[src/ac_board_pkg.sv]
package ac_board_pkg;

   ////////////////////////////////////////////////////////////
   // Word format
   ////////////////////////////////////////////////////////////

   // Index of the sign bit, which is also the negative flag
   localparam int word_msb = 15;

   // One machine word, as held by the accumulator and moved on the bus
   typedef logic [word_msb:0] word_t;

   ////////////////////////////////////////////////////////////
   // Command channel
   ////////////////////////////////////////////////////////////

   // Opcodes accepted by the command controller
   typedef enum logic [2:0] {
      OP_LOAD = 3'd0,   // Write command data into the accumulator
      OP_READ = 3'd1,   // Return the accumulator on the response channel
      OP_INC  = 3'd2,   // Count up by one
      OP_DEC  = 3'd3,   // Count down by one
      OP_CLL  = 3'd4,   // Clear the link
      OP_CML  = 3'd5    // Complement the link
   } ac_op_t;

   // Controller sequencing, one micro-step per command
   typedef enum logic [1:0] {
      ST_IDLE = 2'd0,   // Waiting for a command
      ST_EXEC = 2'd1,   // Strobes active for one cycle
      ST_RESP = 2'd2    // Read word waiting on the response channel
   } ctrl_state_t;

endpackage

[src/ibus_if.sv]
`timescale 1ns/1ns

// Internal bus of the accumulator section
// Write and read data run on separate paths in place of the shared bus
interface ibus_if;

   // Strobes from the controller, each valid for one cycle
   logic wac;     // Load accumulator from wdata
   logic rac;     // Accumulator drives rdata
   logic stp;     // Step accumulator by one
   logic dn;      // Step direction, high counts down
   logic cll;     // Clear link
   logic cml;     // Complement link

   // Data paths
   ac_board_pkg::word_t wdata;
   ac_board_pkg::word_t rdata;

   // Carry or borrow out of the accumulator into the link
   logic accpl;

   modport ctrl (output wac, rac, stp, dn, cll, cml, wdata, input rdata);

   modport acc (input wac, rac, stp, dn, wdata, output rdata, accpl);

   modport link (input cll, cml, accpl);

endinterface

[src/ac_ctrl.sv]
`timescale 1ns/1ns

// Command controller
// Turns one accepted command into one cycle of bus strobes
module ac_ctrl (
   input  logic                 clk,
   input  logic                 rst_n,
   input  logic                 cmd_valid,
   output logic                 cmd_ready,
   input  ac_board_pkg::ac_op_t cmd_op,
   input  ac_board_pkg::word_t  cmd_data,
   output logic                 rsp_valid,
   input  logic                 rsp_ready,
   output ac_board_pkg::word_t  rsp_data,
   ibus_if.ctrl                 bus
);

   ac_board_pkg::ctrl_state_t state;
   ac_board_pkg::ac_op_t      op_q;
   ac_board_pkg::word_t       data_q;
   logic                      cmd_fire;

   // Handshake status follows the state directly
   assign cmd_ready = (state == ac_board_pkg::ST_IDLE);
   assign rsp_valid = (state == ac_board_pkg::ST_RESP);
   assign cmd_fire  = cmd_valid & cmd_ready;

   ////////////////////////////////////////////////////////////
   // Sequencer
   ////////////////////////////////////////////////////////////

   always_ff @(posedge clk or negedge rst_n) begin
      if (!rst_n) begin
         state <= ac_board_pkg::ST_IDLE;
         op_q  <= ac_board_pkg::OP_LOAD;
      end else begin
         case (state)
            ac_board_pkg::ST_IDLE: begin
               if (cmd_fire) begin
                  state <= ac_board_pkg::ST_EXEC;
                  op_q  <= cmd_op;
               end
            end
            // Only a read waits for the response channel
            ac_board_pkg::ST_EXEC: begin
               if (op_q == ac_board_pkg::OP_READ) begin
                  state <= ac_board_pkg::ST_RESP;
               end else begin
                  state <= ac_board_pkg::ST_IDLE;
               end
            end
            ac_board_pkg::ST_RESP: begin
               if (rsp_ready) begin
                  state <= ac_board_pkg::ST_IDLE;
               end
            end
            default: state <= ac_board_pkg::ST_IDLE;
         endcase
      end
   end

   // Command word and read response
   always_ff @(posedge clk) begin
      if (cmd_fire) begin
         data_q <= cmd_data;
      end
      // Sampled once and held under back-pressure
      if (state == ac_board_pkg::ST_EXEC && op_q == ac_board_pkg::OP_READ) begin
         rsp_data <= bus.rdata;
      end
   end

   ////////////////////////////////////////////////////////////
   // Strobe decode
   ////////////////////////////////////////////////////////////

   // Step and direction split the same way as the up and down count lines
   always_comb begin
      bus.wac   = 1'b0;
      bus.rac   = 1'b0;
      bus.stp   = 1'b0;
      bus.dn    = 1'b0;
      bus.cll   = 1'b0;
      bus.cml   = 1'b0;
      bus.wdata = data_q;
      if (state == ac_board_pkg::ST_EXEC) begin
         case (op_q)
            ac_board_pkg::OP_LOAD: bus.wac = 1'b1;
            ac_board_pkg::OP_READ: bus.rac = 1'b1;
            ac_board_pkg::OP_INC:  bus.stp = 1'b1;
            ac_board_pkg::OP_DEC: begin
               bus.stp = 1'b1;
               bus.dn  = 1'b1;
            end
            ac_board_pkg::OP_CLL:  bus.cll = 1'b1;
            ac_board_pkg::OP_CML:  bus.cml = 1'b1;
            default: ;
         endcase
      end
   end

   // Response held until taken
   a_rsp_hold: assert property (@(posedge clk) disable iff (!rst_n)
      rsp_valid && !rsp_ready |=> rsp_valid && $stable(rsp_data));

   // No strobe outside the execute step
   a_strobe_exec: assert property (@(posedge clk) disable iff (!rst_n)
      (bus.wac | bus.rac | bus.stp | bus.cll | bus.cml)
         |-> state == ac_board_pkg::ST_EXEC);

endmodule

[src/accumulator.sv]
`timescale 1ns/1ns

// Accumulator register
// Parallel load, up/down count by one, bus read and flags
module accumulator (
   input  logic                clk,
   input  logic                rst_n,
   ibus_if.acc                 bus,
   output ac_board_pkg::word_t ac,
   output logic                fn,
   output logic                fz
);

   ac_board_pkg::word_t ac_step;
   logic                at_top;
   logic                at_bottom;

   ////////////////////////////////////////////////////////////
   // Counter
   ////////////////////////////////////////////////////////////

   // Next count, wraps modulo 2^16 in both directions
   assign ac_step = bus.dn ? ac - ac_board_pkg::word_t'(1) : ac + ac_board_pkg::word_t'(1);

   always_ff @(posedge clk or negedge rst_n) begin
      if (!rst_n) begin
         ac <= '0;
      end else if (bus.wac) begin
         ac <= bus.wdata;
      end else if (bus.stp) begin
         ac <= ac_step;
      end
   end

   // Terminal counts for carry and borrow
   assign at_top    = (ac == '1);
   assign at_bottom = (ac == '0);

   // Carry on up from all ones, borrow on down from zero
   assign bus.accpl = bus.stp & (bus.dn ? at_bottom : at_top);

   // Read path, idle at zero when not selected
   assign bus.rdata = bus.rac ? ac : '0;

   ////////////////////////////////////////////////////////////
   // Flags
   ////////////////////////////////////////////////////////////

   // Sign bit doubles as negative flag
   assign fn = ac[ac_board_pkg::word_msb];

   // Zero flag is a full-word compare
   assign fz = at_bottom;

   // Load and step come from exclusive opcodes
   a_no_load_step: assert property (@(posedge clk) disable iff (!rst_n)
      !(bus.wac && bus.stp));

endmodule

[src/link_reg.sv]
`timescale 1ns/1ns

// Link register
// One bit, toggled by accumulator carry/borrow or by command
module link_reg (
   input  logic clk,
   input  logic rst_n,
   ibus_if.link bus,
   output logic link
);

   logic toggle;

   // Carry/borrow and complement share the toggle path
   assign toggle = bus.cml | bus.accpl;

   ////////////////////////////////////////////////////////////
   // Register
   ////////////////////////////////////////////////////////////

   always_ff @(posedge clk or negedge rst_n) begin
      if (!rst_n) begin
         link <= 1'b0;
      end else if (bus.cll) begin
         // Clear wins over any toggle
         link <= 1'b0;
      end else if (toggle) begin
         link <= ~link;
      end
   end

   // Link commands are exclusive
   a_cll_cml: assert property (@(posedge clk) disable iff (!rst_n)
      !(bus.cll && bus.cml));

   // A carry or borrow is never paired with a link command
   a_accpl_alone: assert property (@(posedge clk) disable iff (!rst_n)
      bus.accpl |-> !(bus.cll || bus.cml));

endmodule

[src/ac_board.sv]
`timescale 1ns/1ns

// Accumulator section top level
// Controller, accumulator and link share one internal bus
module ac_board (
   input  logic                 clk,
   input  logic                 rst_n,

   // Command channel
   input  logic                 cmd_valid,
   output logic                 cmd_ready,
   input  ac_board_pkg::ac_op_t cmd_op,
   input  ac_board_pkg::word_t  cmd_data,

   // Response channel
   output logic                 rsp_valid,
   input  logic                 rsp_ready,
   output ac_board_pkg::word_t  rsp_data,

   // Register and flag view
   output ac_board_pkg::word_t  ac,
   output logic                 link,
   output logic                 fn,
   output logic                 fz
);

   ibus_if u_bus ();

   ac_ctrl u_ctrl (
      .clk       (clk),
      .rst_n     (rst_n),
      .cmd_valid (cmd_valid),
      .cmd_ready (cmd_ready),
      .cmd_op    (cmd_op),
      .cmd_data  (cmd_data),
      .rsp_valid (rsp_valid),
      .rsp_ready (rsp_ready),
      .rsp_data  (rsp_data),
      .bus       (u_bus.ctrl)
   );

   accumulator u_acc (
      .clk   (clk),
      .rst_n (rst_n),
      .bus   (u_bus.acc),
      .ac    (ac),
      .fn    (fn),
      .fz    (fz)
   );

   link_reg u_link (
      .clk   (clk),
      .rst_n (rst_n),
      .bus   (u_bus.link),
      .link  (link)
   );

endmodule

[config.mk]
export PLATFORM = sky130hd
export DESIGN_NAME = ac_board
export DESIGN_NICKNAME = d
export VERILOG_FILES = /design/src/ac_board_pkg.sv /design/src/ibus_if.sv /design/src/ac_ctrl.sv /design/src/accumulator.sv /design/src/link_reg.sv /design/src/ac_board.sv
export SDC_FILE = /design/constraint.sdc
export NUM_CORES = 1
export LEC_CHECK = 0
export ABC_AREA = 0
export BUFFER_PORTS_ARGS = -buffer_cell sky130_fd_sc_hd__buf_4
export CORE_MARGIN = 2
export CORE_UTILIZATION = 50
export CTS_CLUSTER_SIZE = 8
export DETAILED_ROUTE_END_ITERATION = 6
export PLACE_DENSITY = 0.85
export SETUP_SLACK_MARGIN = 0.05
export SLEW_MARGIN = 30
export SYNTH_ARGS = -nofsm -noshare
export SYNTH_HDL_FRONTEND = slang
export SYNTH_SLANG_ARGS = --single-unit
[constraint.sdc]
create_clock -name clk -period 4.95 [get_ports clk]
set_input_delay 1.485 -clock clk [delete_from_list [all_inputs] [get_ports clk]]
set_output_delay 1.485 -clock clk [all_outputs]
set_load 0.03 [all_outputs]
==> results of run 1 <==
cells by family after synthesis:
family | count (synthesis) | synth area share
DFF | 54 | 0.532
muxes | 10 | 0.0357
AOI/OAI and AO/OA | 63 | 0.153
buffers and inverters | 29 | 0.0458
and+or+nand+nor | 110 | 0.222
adders and majority gates | 1 | 0.00441
xor gates and xnor gates | 2 | 0.00617
worst register-to-register path, cell delays in order, from the launching register on:
cell	delay, ns
sky130_fd_sc_hd__dfrtp_1	0.68
sky130_fd_sc_hd__and4bb_2	0.52
sky130_fd_sc_hd__nand2_1	0.27
sky130_fd_sc_hd__xnor2_1	0.23
sky130_fd_sc_hd__ha_1	0.27
sky130_fd_sc_hd__inv_1	0.13
sky130_fd_sc_hd__nand3_1	0.21
sky130_fd_sc_hd__nor4_1	0.37
sky130_fd_sc_hd__o211a_1	0.19
sky130_fd_sc_hd__nor3_1	0.04
path summary, 6_finish.rpt:
path | end | from | slack, ns | depth (start not counted)
setup / recovery | fz | u_acc.ac[11] | 1.34 | 4
hold reg to reg | u_acc.ac[7] | u_ctrl.bus.wdata[7] | 0.50 | 1
setup reg to reg | u_acc.ac[12] | u_ctrl.op_q[1] | 1.91 | 9
min in group asynchronous | u_acc.ac[1] | rst_n | 1.06 | 1
max in group asynchronous | u_acc.ac[11] | rst_n | 3.66 | 1
hold / removal | u_acc.ac[7] | u_ctrl.bus.wdata[7] | 0.50 | 1
per-stage QoR:
step / std cells / power [mW]
3_3_place_gp: 379 / 1.45
2_1_floorplan: 269 / 1.23
6_report: 387 / 1.73
3_5_place_dp: 379 / 1.47
5_1_grt: 387 / 1.82
4_1_cts: 387 / 1.72
per-layer routing:
metal  vias up  GRT usage  routed length [um]
li1       1110          -                   -
met1      1169      0.308                2800
met2       142      0.347                3190
met3        20     0.0523                 679
met4         0     0.0879                 178
met5         -          0                   0
synthesized netlist by cell type, drive strengths merged (3+ instances only):
master	count	share of area
o21ai	11	0.019
and3	5	0.011
a22oi	3	0.0079
o32ai	5	0.015
nor3	15	0.032
and2	16	0.035
mux2i	9	0.032
nand4	7	0.018
clkbuf	10	0.013
o22ai	8	0.018
nor2	11	0.015
edfxtp	32	0.34
nor4	6	0.015
nand3	7	0.012
a21oi	15	0.029
buf	11	0.022
dfrtp	22	0.19
nand2	26	0.034
inv	7	0.0093
and4	3	0.0093
o221ai	4	0.012
o31ai	3	0.0079
power breakdown:
part           internal [mW]  total [mW]  switching, mW  leakage (nW)
clock                  0.114       0.250          0.135        0.0455
sequential             0.574       0.783          0.209         0.571
combinational          0.260       0.694          0.434         0.715
total                  0.948        1.73          0.779          1.33
final cells by class:
type	count	area (um^2)	area share
Tap cell	72	90.1	0.0267
Multi-Input combinational cell	186	1200	0.358
Clock buffer	8	90.1	0.0267
Timing Repair Buffer	59	443	0.131
Sequential cell	54	1510	0.449
Inverter	8	30.0	0.00891
==> insert_results.sql, run 1 <==
INSERT INTO impl_metrics (metric_group, metric, value, unit) VALUES
('run_status', 'run_status', 'finished clean', ''),
('floorplan', 'row_count', '27', ''),
('yosys', 'yosysWarnings', '0', ''),
('floorplan', 'die-area', '6300', 'um^2'),
('placed_design', 'finalWeightedCongestion', '0.945', ''),
('clock_tree', 'tritoncts_clock_tree', 'built', ''),
('clock_tree', 'cts-hold-fix-buffers', '0', ''),
('routing', 'drtIter0Drc', '443', ''),
('timing', 'totalNegativeSetupSlack', '0', 'ns'),
('critical_path', 'crit_type', 'reg -> out', ''),
('timing', 'timing.final.setup_violations', '0', ''),
('floorplan', 'io_pins', '60', ''),
('yosys', 'asyncSetResetFlopFracSynth', '0.407', ''),
('critical_path', 'worstPathBufferInverterCount', '1', ''),
('yosys', 'number_of_distinct_library_cells_after_synthesis', '56', ''),
('timing', 'tightest_slew', '0.850', 'ns'),
('critical_path', 'worst-endpoint-required', '3.46', 'ns'),
('timing', 'worst_clock_skew', '0.00491', 'ns'),
('clock_tree', 'post_cts.resized_instances', '0', ''),
('routing', 'wirelength', '6850', 'um'),
('timing', 'post_route_worst_setup_slack', '1.34', 'ns'),
('routing', 'vias', '2441', ''),
('grt', 'grt_pass1_wl', '10900', 'um'),
('clock_tree', 'clockBufferDepth', '2', ''),
('timing', 'timing.final.hold_violations', '0', ''),
('yosys', 'synth_enable_flop_cells', '32', ''),
('placed_design', 'hpwl_after_detailed_placement', '4900', 'um'),
('power_and_ir_drop', 'vdd_drop_max', '263', 'uV'),
('timing', 'slew_violations', '0', ''),
('routing', 'wire_per_inst', '17.7', 'um'),
('routing', 'drc', '0', ''),
('finish', 'final_core_utilization', '0.612', ''),
('routing', 'ant_nets', '0', ''),
('yosys', 'synthesis.area_per_instance', '10.6', 'um^2'),
('critical_path', 'cpLargestDelayFamily', 'simple AND/OR/NAND/NOR gates', ''),
('routing', 'vias_per_cell', '6.31', ''),
('clock_tree', 'root_buffer', 'sky130_fd_sc_hd__clkbuf_8', ''),
('finish', 'filler_cell_count', '476', ''),
('clock_tree', 'number_of_cts_inserted_buffers', '5', ''),
('critical_path', 'cp_max_fo', '10', ''),
('grt', 'via_count_of_the_first_global_routing_pass', '2178', ''),
('timing', 'slew_headroom', '0.434', ''),
('finish', 'final_cell_mix', 'sky130_fd_sc_hd__buf_4, sky130_fd_sc_hd__edfxtp_1, sky130_fd_sc_hd__nand2_1', ''),
('finish', 'drive_above_1_share', '0.248', ''),
('grt', 'grt_antenna_before_repair', '0', ''),
('finish', 'count_of_inserted_antenna_diode_cells', '0', ''),
('critical_path', 'worst_path_largest_cell_delay', '0.50', 'ns'),
('floorplan', 'design.core.area', '5510', 'um^2'),
('timing', 'post_layout_min_period', '3.61', 'ns'),
('timing', 'rsz0062_at_grt', 'false', ''),
('routing', 'drt-pass1-iter-count', '6', ''),
('clock_tree', 'cts.htree.levels', '2', ''),
('yosys', 'synth_flop_cell', 'sky130_fd_sc_hd__edfxtp_1', ''),
('grt', 'track_usage', '0.225', ''),
('grt', 'sum_of_overflow_across_all_layers_after_global_routing', '0', ''),
('critical_path', 'timing.critical_path.cells', 'or3_1 -> or4_1 -> nor3_1 -> buf_4', ''),
('clock_tree', 'numClockSinks', '54', ''),
('critical_path', 'setup.worst_path.end_class', 'primary output', ''),
('yosys', 'synthesis.area', '2840', 'um^2'),
('critical_path', 'element_type_at_the_critical_path_start', 'flop', ''),
('yosys', 'mappedNetlistNets', '293', ''),
('placed_design', 'dpl-instance-area', '3280', 'um^2'),
('clock_tree', 'postCtsSetupRepairBufs', '0', ''),
('timing', 'min_period_over_period', '0.729', ''),
('floorplan', 'die-height', '79.4', 'um'),
('yosys', 'postSynthCellCount', '269', ''),
('clock_tree', 'clock_insertion_delay_worst_skew', '0.31', 'ns'),
('grt', 'grt_start_max_net_pins', '30', ''),
('run', 'cap_viol_max_count', '0', ''),
('hold_path', 'worstHoldPathType', 'reg -> reg', ''),
('floorplan', 'initial_core_util', '0.516', '');
Power figures use the tool's default switching activity.
==> inputs of run 2 (changes only) <==
- clock period: 4.95 -> 3.7 ns (I/O delays scaled with it)
==> run 2 against run 1 <==
Worst setup slack got worse by 0.84 ns; register-to-register slack got worse by 0.72 ns; first-iteration DRC count fell by 24%; via count rose by 0.41%; die area did not move; sequential cell count did not move; design area rose by 1.2%; total power rose by 34%; global-route usage rose by 1.4 points; clock power rose by 22%; routed wire length rose by 5.9%; sequential share of layout area fell by 0.54 points; largest cell class unchanged.
==> insert_results.sql, run 2 (synthesis gave the netlist of run 1 again) <==
INSERT INTO impl_metrics (metric_group, metric, value, unit) VALUES
('run_status', 'run_status', 'finished clean', ''),
('floorplan', 'row_count', '27', ''),
('finish', 'drive_above_1_share', '0.264', ''),
('power_and_ir_drop', 'p_int', '1.27', 'mW'),
('power_and_ir_drop', 'total_power', '2.31', 'mW'),
('timing', 'slew_headroom', '0.525', ''),
('routing', 'wirelength', '7250', 'um'),
('grt', 'grt_antenna_before_repair', '0', ''),
('grt', 'grt_start_max_net_pins', '28', ''),
('clock_tree', 'number_of_cts_inserted_buffers', '5', ''),
('power_and_ir_drop', 'power.combinational.fraction', '0.430', ''),
('run', 'cap_viol_max_count', '0', ''),
('routing', 'drc', '0', ''),
('grt', 'sum_of_overflow_across_all_layers_after_global_routing', '0', ''),
('clock_tree', 'clock_insertion_delay_worst_skew', '0.30', 'ns'),
('timing', 'timing.final.hold_violations', '0', ''),
('grt', 'grt_pass1_wl', '11500', 'um'),
('clock_tree', 'clk_transition_reported_paths', '0.09', 'ns'),
('clock_tree', 'clockBufferDepth', '2', ''),
('timing', 'post_layout_min_period', '3.20', 'ns'),
('timing', 'rsz0062_at_grt', 'false', ''),
('floorplan', 'die-area', '6300', 'um^2'),
('floorplan', 'die_w', '79.4', 'um'),
('clock_tree', 'numClockSinks', '54', ''),
('timing', 'slew_violations', '0', ''),
('floorplan', 'die-height', '79.4', 'um'),
('critical_path', 'element_type_at_the_critical_path_start', 'flop', ''),
('timing', 'worst_clock_skew', '0.00973', 'ns'),
('power_and_ir_drop', 'pwr-share-seq', '0.438', ''),
('routing', 'drt-pass1-iter-count', '5', ''),
('routing', 'vias', '2451', ''),
('floorplan', 'initial_core_util', '0.516', ''),
('power_and_ir_drop', 'netSwitchingPower', '1.05', 'mW'),
('critical_path', 'cp_max_fo', '10', ''),
('placed_design', 'numPortBuffers', '59', ''),
('finish', 'layout.cells.most_common', 'sky130_fd_sc_hd__buf_4', ''),
('placed_design', 'hpwl_after_detailed_placement', '5070', 'um'),
('placed_design', 'finalWeightedCongestion', '0.963', ''),
('clock_tree', 'cts-hold-fix-buffers', '0', ''),
('power_and_ir_drop', 'cellPowerDensity', '678', 'nW/um^2'),
('clock_tree', 'post_cts.resized_instances', '0', ''),
('power_and_ir_drop', 'proportion_of_total_power_due_to_net_switching', '0.452', ''),
('clock_tree', 'root_buffer', 'sky130_fd_sc_hd__clkbuf_8', ''),
('power_and_ir_drop', 'vdd_drop_max', '380', 'uV'),
('power_and_ir_drop', 'leakagePower', '1.36', 'nW'),
('clock_tree', 'postCtsSetupRepairBufs', '0', ''),
('clock_tree', 'tritoncts_clock_tree', 'built', ''),
('finish', 'layout-area-overhead-vs-synth', '20.1', '%'),
('critical_path', 'worst-endpoint-required', '2.59', 'ns'),
('floorplan', 'design.core.area', '5510', 'um^2'),
('timing', 'tightest_slew', '0.709', 'ns'),
('finish', 'final_cell_mix', 'sky130_fd_sc_hd__buf_4, sky130_fd_sc_hd__edfxtp_1, sky130_fd_sc_hd__nand2_1', ''),
('routing', 'ant_nets', '0', ''),
('clock_tree', 'cts.htree.levels', '2', ''),
('critical_path', 'setup.worst_path.end_class', 'primary output', ''),
('routing', 'wire_per_inst', '18.4', 'um'),
('timing', 'min_period_over_period', '0.864', ''),
('timing', 'timing.fmax', '313', 'MHz'),
('finish', 'layout.nets', '346', ''),
('grt', 'via_count_of_the_first_global_routing_pass', '2114', ''),
('power_and_ir_drop', 'power.share.clock', '0.132', ''),
('floorplan', 'io_pins', '60', ''),
('finish', 'count_of_inserted_antenna_diode_cells', '0', ''),
('critical_path', 'critical_path_arrival', '2.09', 'ns'),
('timing', 'timing.final.setup_violations', '0', ''),
('hold_path', 'worstHoldPathType', 'reg -> reg', ''),
('grt', 'track_usage', '0.239', ''),
('critical_path', 'crit_type', 'reg -> out', ''),
('routing', 'vias_per_cell', '6.22', ''),
('timing', 'totalNegativeSetupSlack', '0', 'ns'),
('routing', 'drtIter0Drc', '338', '');
==> run 2: cell types whose count changed in the layout (fill, tap and decap cells not counted) <==
cell / change
sky130_fd_sc_hd__buf_4: +8
sky130_fd_sc_hd__clkbuf_8: -1
sky130_fd_sc_hd__nor2_2: +1
sky130_fd_sc_hd__nor2_4: -1
==> run 2: final timing paths <==
path	startpoint	cells past startpoint	endpoint	slack, ns
worst max-delay path	u_acc.ac[11]	4	fz	0.50
worst min-delay path	u_ctrl.bus.wdata[7]	1	u_acc.ac[7]	0.51
worst max register to register	u_ctrl.op_q[2]	9	u_acc.ac[8]	1.19
worst min register to register	u_ctrl.bus.wdata[7]	1	u_acc.ac[7]	0.51
max in group asynchronous	rst_n	1	u_acc.ac[14]	2.76
min in group asynchronous	rst_n	1	u_acc.ac[1]	0.69
==> run 2: layer usage <==
layer / part of all wire / vias up / global-route usage
li1: - / 1131 / -
met5: 0 / - / 0
met2: 0.46 / 146 / 0.353
met4: 0.016 / 0 / 0.0759
met3: 0.087 / 13 / 0.0568
met1: 0.44 / 1161 / 0.349
==> run 2: final cells by class <==
type	count	area (um^2)
fillers	468	2100
flip-flops and latches	54	1510
multi-input cells	186	1200
repair buffers	67	503
well taps	72	90.1
clock buffers	7	76.3
inverters	8	30.0
==> run 2: worst max-delay path, stage by stage, from the launching register on <==
cell	delay, ns
sky130_fd_sc_hd__dfrtp_1	0.49
sky130_fd_sc_hd__or3_1	0.40
sky130_fd_sc_hd__or4_1	0.49
sky130_fd_sc_hd__nor3_1	0.21
sky130_fd_sc_hd__buf_4	0.20
==> run 2: metrics by stage <==
step / cell area (um^2) / setup WS (ns) / util / hold slack [ns] / cells
after global placement: 3330 / 0.884 / 0.606 / 0.484 / 387
after global routing: 3410 / 0.410 / 0.619 / 0.545 / 394
final: 3410 / 0.504 / 0.619 / 0.509 / 394
after CTS: 3410 / 0.518 / 0.619 / 0.513 / 394
after floorplan: 2840 / 0.442 / - / 0.456 / 269
after detailed placement: 3330 / 0.856 / 0.606 / 0.492 / 387
==> run 2: power by group through the flow <==
| stage | clock, mW | sequential, mW | combinational, mW |
|---|---|---|---|
| floorplan | 0 | 1.08 | 0.569 |
| global placement | 0 | 1.00 | 0.977 |
| detailed placement | 0 | 1.02 | 0.984 |
| CTS | 0.315 | 1.00 | 0.987 |
| global route | 0.338 | 1.04 | 1.07 |
| finish | 0.306 | 1.01 | 0.994 |
==> inputs of run 3 (changes only) <==
- RECOVER_POWER: default -> 100
==> run 3 against run 2 <==
Global-route usage unchanged; utilization decreased by 3.2 points; clock-buffer cell count stayed put; clock skew fell by 0.0021 ns; worst setup slack worse by 0.14 ns; sequential cell count did not move; cell count is the same; die area unchanged; clock power hardly changed; total power shrank 4.5%; largest power group unchanged.
==> insert_results.sql, run 3 (synthesis gave the netlist of run 1 again) <==
INSERT INTO impl_metrics (metric_group, metric, value, unit) VALUES
('run_status', 'run_status', 'finished clean', ''),
('placed_design', 'number_of_placed_instances_taps_included', '387', ''),
('routing', 'vias_per_cell', '6.24', ''),
('clock_tree', 'clockBufferDepth', '2', ''),
('critical_path', 'ff2ff_path_depth', '5', ''),
('clock_tree', 'tritoncts_clock_tree', 'built', ''),
('critical_path', 'slowest_stage', 'sky130_fd_sc_hd__dfrtp_1', ''),
('critical_path', 'critical_path_arrival', '2.23', 'ns'),
('critical_path', 'capture_instance_of_the_worst_register_to_register_path', 'u_acc.ac[14]', ''),
('power_and_ir_drop', 'netSwitchingPower', '1.04', 'mW'),
('clock_tree', 'numClockSinks', '54', ''),
('placed_design', 'finalWeightedCongestion', '0.963', ''),
('floorplan', 'die-area', '6300', 'um^2'),
('finish', 'filler_cell_count', '508', ''),
('timing', 'min_period_over_period', '0.902', ''),
('finish', 'layout-area-overhead-vs-synth', '13.8', '%'),
('critical_path', 'worst_path_largest_cell_delay', '0.49', 'ns'),
('power_and_ir_drop', 'power.share.clock', '0.139', ''),
('critical_path', 'critical_path.reg2reg.startpoint', 'u_ctrl.op_q[1]', ''),
('routing', 'drc', '0', ''),
('timing', 'slew_violations', '0', ''),
('finish', 'final_cell_mix', 'sky130_fd_sc_hd__clkbuf_1, sky130_fd_sc_hd__edfxtp_1, sky130_fd_sc_hd__nand2_1', ''),
('floorplan', 'io_pins', '60', ''),
('finish', 'drive_above_1_share', '0.118', ''),
('placed_design', 'numPortBuffers', '59', ''),
('timing', 'rsz0062_at_grt', 'false', ''),
('floorplan', 'die_w', '79.4', 'um'),
('critical_path', 'cp_max_fo', '10', ''),
('power_and_ir_drop', 'power.combinational.fraction', '0.403', ''),
('power_and_ir_drop', 'leakagePower', '1.18', 'nW'),
('critical_path', 'setup.worst_path.end_class', 'primary output', ''),
('clock_tree', 'clock_insertion_delay_worst_skew', '0.30', 'ns'),
('floorplan', 'row_count', '27', ''),
('timing', 'timing.final.setup_violations', '0', ''),
('power_and_ir_drop', 'cellPowerDensity', '683', 'nW/um^2'),
('finish', 'layout.cells.most_common', 'sky130_fd_sc_hd__clkbuf_1', ''),
('floorplan', 'initial_core_util', '0.516', ''),
('power_and_ir_drop', 'pwr-share-seq', '0.458', ''),
('routing', 'vias', '2457', ''),
('floorplan', 'die-height', '79.4', 'um'),
('power_and_ir_drop', 'proportion_of_total_power_due_to_net_switching', '0.470', ''),
('critical_path', 'timing.reg2reg.setup_slack', '0.90', 'ns'),
('timing', 'tightest_slew', '1.33', 'ns'),
('critical_path', 'element_type_at_the_critical_path_start', 'flop', ''),
('clock_tree', 'cts-hold-fix-buffers', '0', ''),
('grt', 'sum_of_overflow_across_all_layers_after_global_routing', '0', ''),
('timing', 'worst_clock_skew', '0.00762', 'ns'),
('critical_path', 'critical_path.endpoint', 'fz', ''),
('hold_path', 'worstHoldPathType', 'reg -> reg', ''),
('routing', 'ant_nets', '0', ''),
('clock_tree', 'root_buffer', 'sky130_fd_sc_hd__clkbuf_8', ''),
('timing', 'slew_headroom', '0.111', ''),
('routing', 'wirelength', '7270', 'um'),
('timing', 'timing.final.hold_violations', '0', ''),
('critical_path', 'crit_path_start', 'u_acc.ac[11]', ''),
('clock_tree', 'cts.htree.levels', '2', ''),
('power_and_ir_drop', 'p_int', '1.17', 'mW'),
('clock_tree', 'number_of_cts_inserted_buffers', '5', ''),
('critical_path', 'crit_type', 'reg -> out', ''),
('grt', 'grt_antenna_before_repair', '0', ''),
('clock_tree', 'postCtsSetupRepairBufs', '0', ''),
('grt', 'track_usage', '0.239', ''),
('run', 'cap_viol_max_count', '0', ''),
('floorplan', 'design.core.area', '5510', 'um^2'),
('timing', 'timing.fmax', '300', 'MHz'),
('finish', 'final_cells', '394', ''),
('routing', 'wire_per_inst', '18.4', 'um'),
('critical_path', 'timing.critical_path.cells', 'or3_1 -> or4_1 -> nor3_1 -> clkbuf_1', ''),
('clock_tree', 'clk_transition_reported_paths', '0.09', 'ns'),
('power_and_ir_drop', 'vdd_drop_max', '340', 'uV'),
('routing', 'drtIter0Drc', '347', ''),
('grt', 'grt_pass1_wl', '11500', 'um'),
('finish', 'count_of_inserted_antenna_diode_cells', '0', ''),
('critical_path', 'worst-endpoint-required', '2.59', 'ns'),
('routing', 'drt-pass1-iter-count', '5', ''),
('grt', 'grt_start_max_net_pins', '28', ''),
('timing', 'totalNegativeSetupSlack', '0', 'ns'),
('timing', 'post_layout_min_period', '3.34', 'ns'),
('grt', 'via_count_of_the_first_global_routing_pass', '2114', ''),
('finish', 'layout.nets', '346', ''),
('clock_tree', 'post_cts.resized_instances', '0', ''),
('placed_design', 'hpwl_after_detailed_placement', '5070', 'um');
[run 3: cell count changes in the layout (fill, tap and decap cells not counted), sizes merged]
cell / delta
buf: -60
clkbuf: +60
[run 3: worst min path at each step]
stage	startpoint	to	slack [ns]	cells after the start
final	u_ctrl.bus.wdata[7]	u_acc.ac[7]	0.51	1
after CTS	u_ctrl.bus.wdata[7]	u_acc.ac[7]	0.51	1
after global routing	u_ctrl.bus.wdata[7]	u_acc.ac[7]	0.55	1
after floorplan	u_ctrl.bus.wdata[7]	u_acc.ac[7]	0.46	1
after detailed placement	u_ctrl.bus.wdata[7]	u_acc.ac[7]	0.49	1
after global placement	u_ctrl.bus.wdata[7]	u_acc.ac[7]	0.48	1
[run 3: through the flow]
| step | setup WS (ns) | utilization | area [um^2] | power, mW | hold WS (ns) |
|---|---|---|---|---|---|
| 3_3_place_gp | 0.884 | 0.606 | 3330 | 1.98 | 0.484 |
| 4_1_cts | 0.518 | 0.619 | 3410 | 2.31 | 0.513 |
| 2_1_floorplan | 0.442 | - | 2840 | 1.65 | 0.456 |
| 3_5_place_dp | 0.856 | 0.606 | 3330 | 2.00 | 0.492 |
| 6_report | 0.361 | 0.587 | 3230 | 2.21 | 0.512 |
| 5_1_grt | 0.234 | 0.587 | 3230 | 2.34 | 0.545 |
[run 3: power by group through the flow]
stage / clock network (mW) / logic (mW) / registers (mW)
final: 0.306 / 0.890 / 1.01
after global routing: 0.338 / 0.961 / 1.04
after CTS: 0.315 / 0.987 / 1.00
after detailed placement: 0 / 0.984 / 1.02
after global placement: 0 / 0.977 / 1.00
after floorplan: 0 / 0.569 / 1.08
[run 3: cell type report]
type / instances / area, um^2 / share of cell area
Inverter: 8 / 30.0 / 0.00929
Multi-Input combinational cell: 186 / 1180 / 0.366
Sequential cell: 54 / 1510 / 0.468
Timing Repair Buffer: 67 / 342 / 0.106
Clock buffer: 7 / 76.3 / 0.0236
Tap cell: 72 / 90.1 / 0.0279
[run 3: worst max-delay path, delay by kind of cell, from the launching register on]
kind	cells	cell delay (ns)
flip-flops	1	0.49
buffers and inverters	1	0.35
AND/OR/NAND/NOR	3	1.09
[run 3: layer usage]
metal  vias to the layer above  track usage  wire, um
met2                       129        0.353      3280
met3                        16       0.0568       683
met1                      1184        0.349      3140
met4                         0       0.0759       167
met5                         -            0         0
li1                       1128            -         -
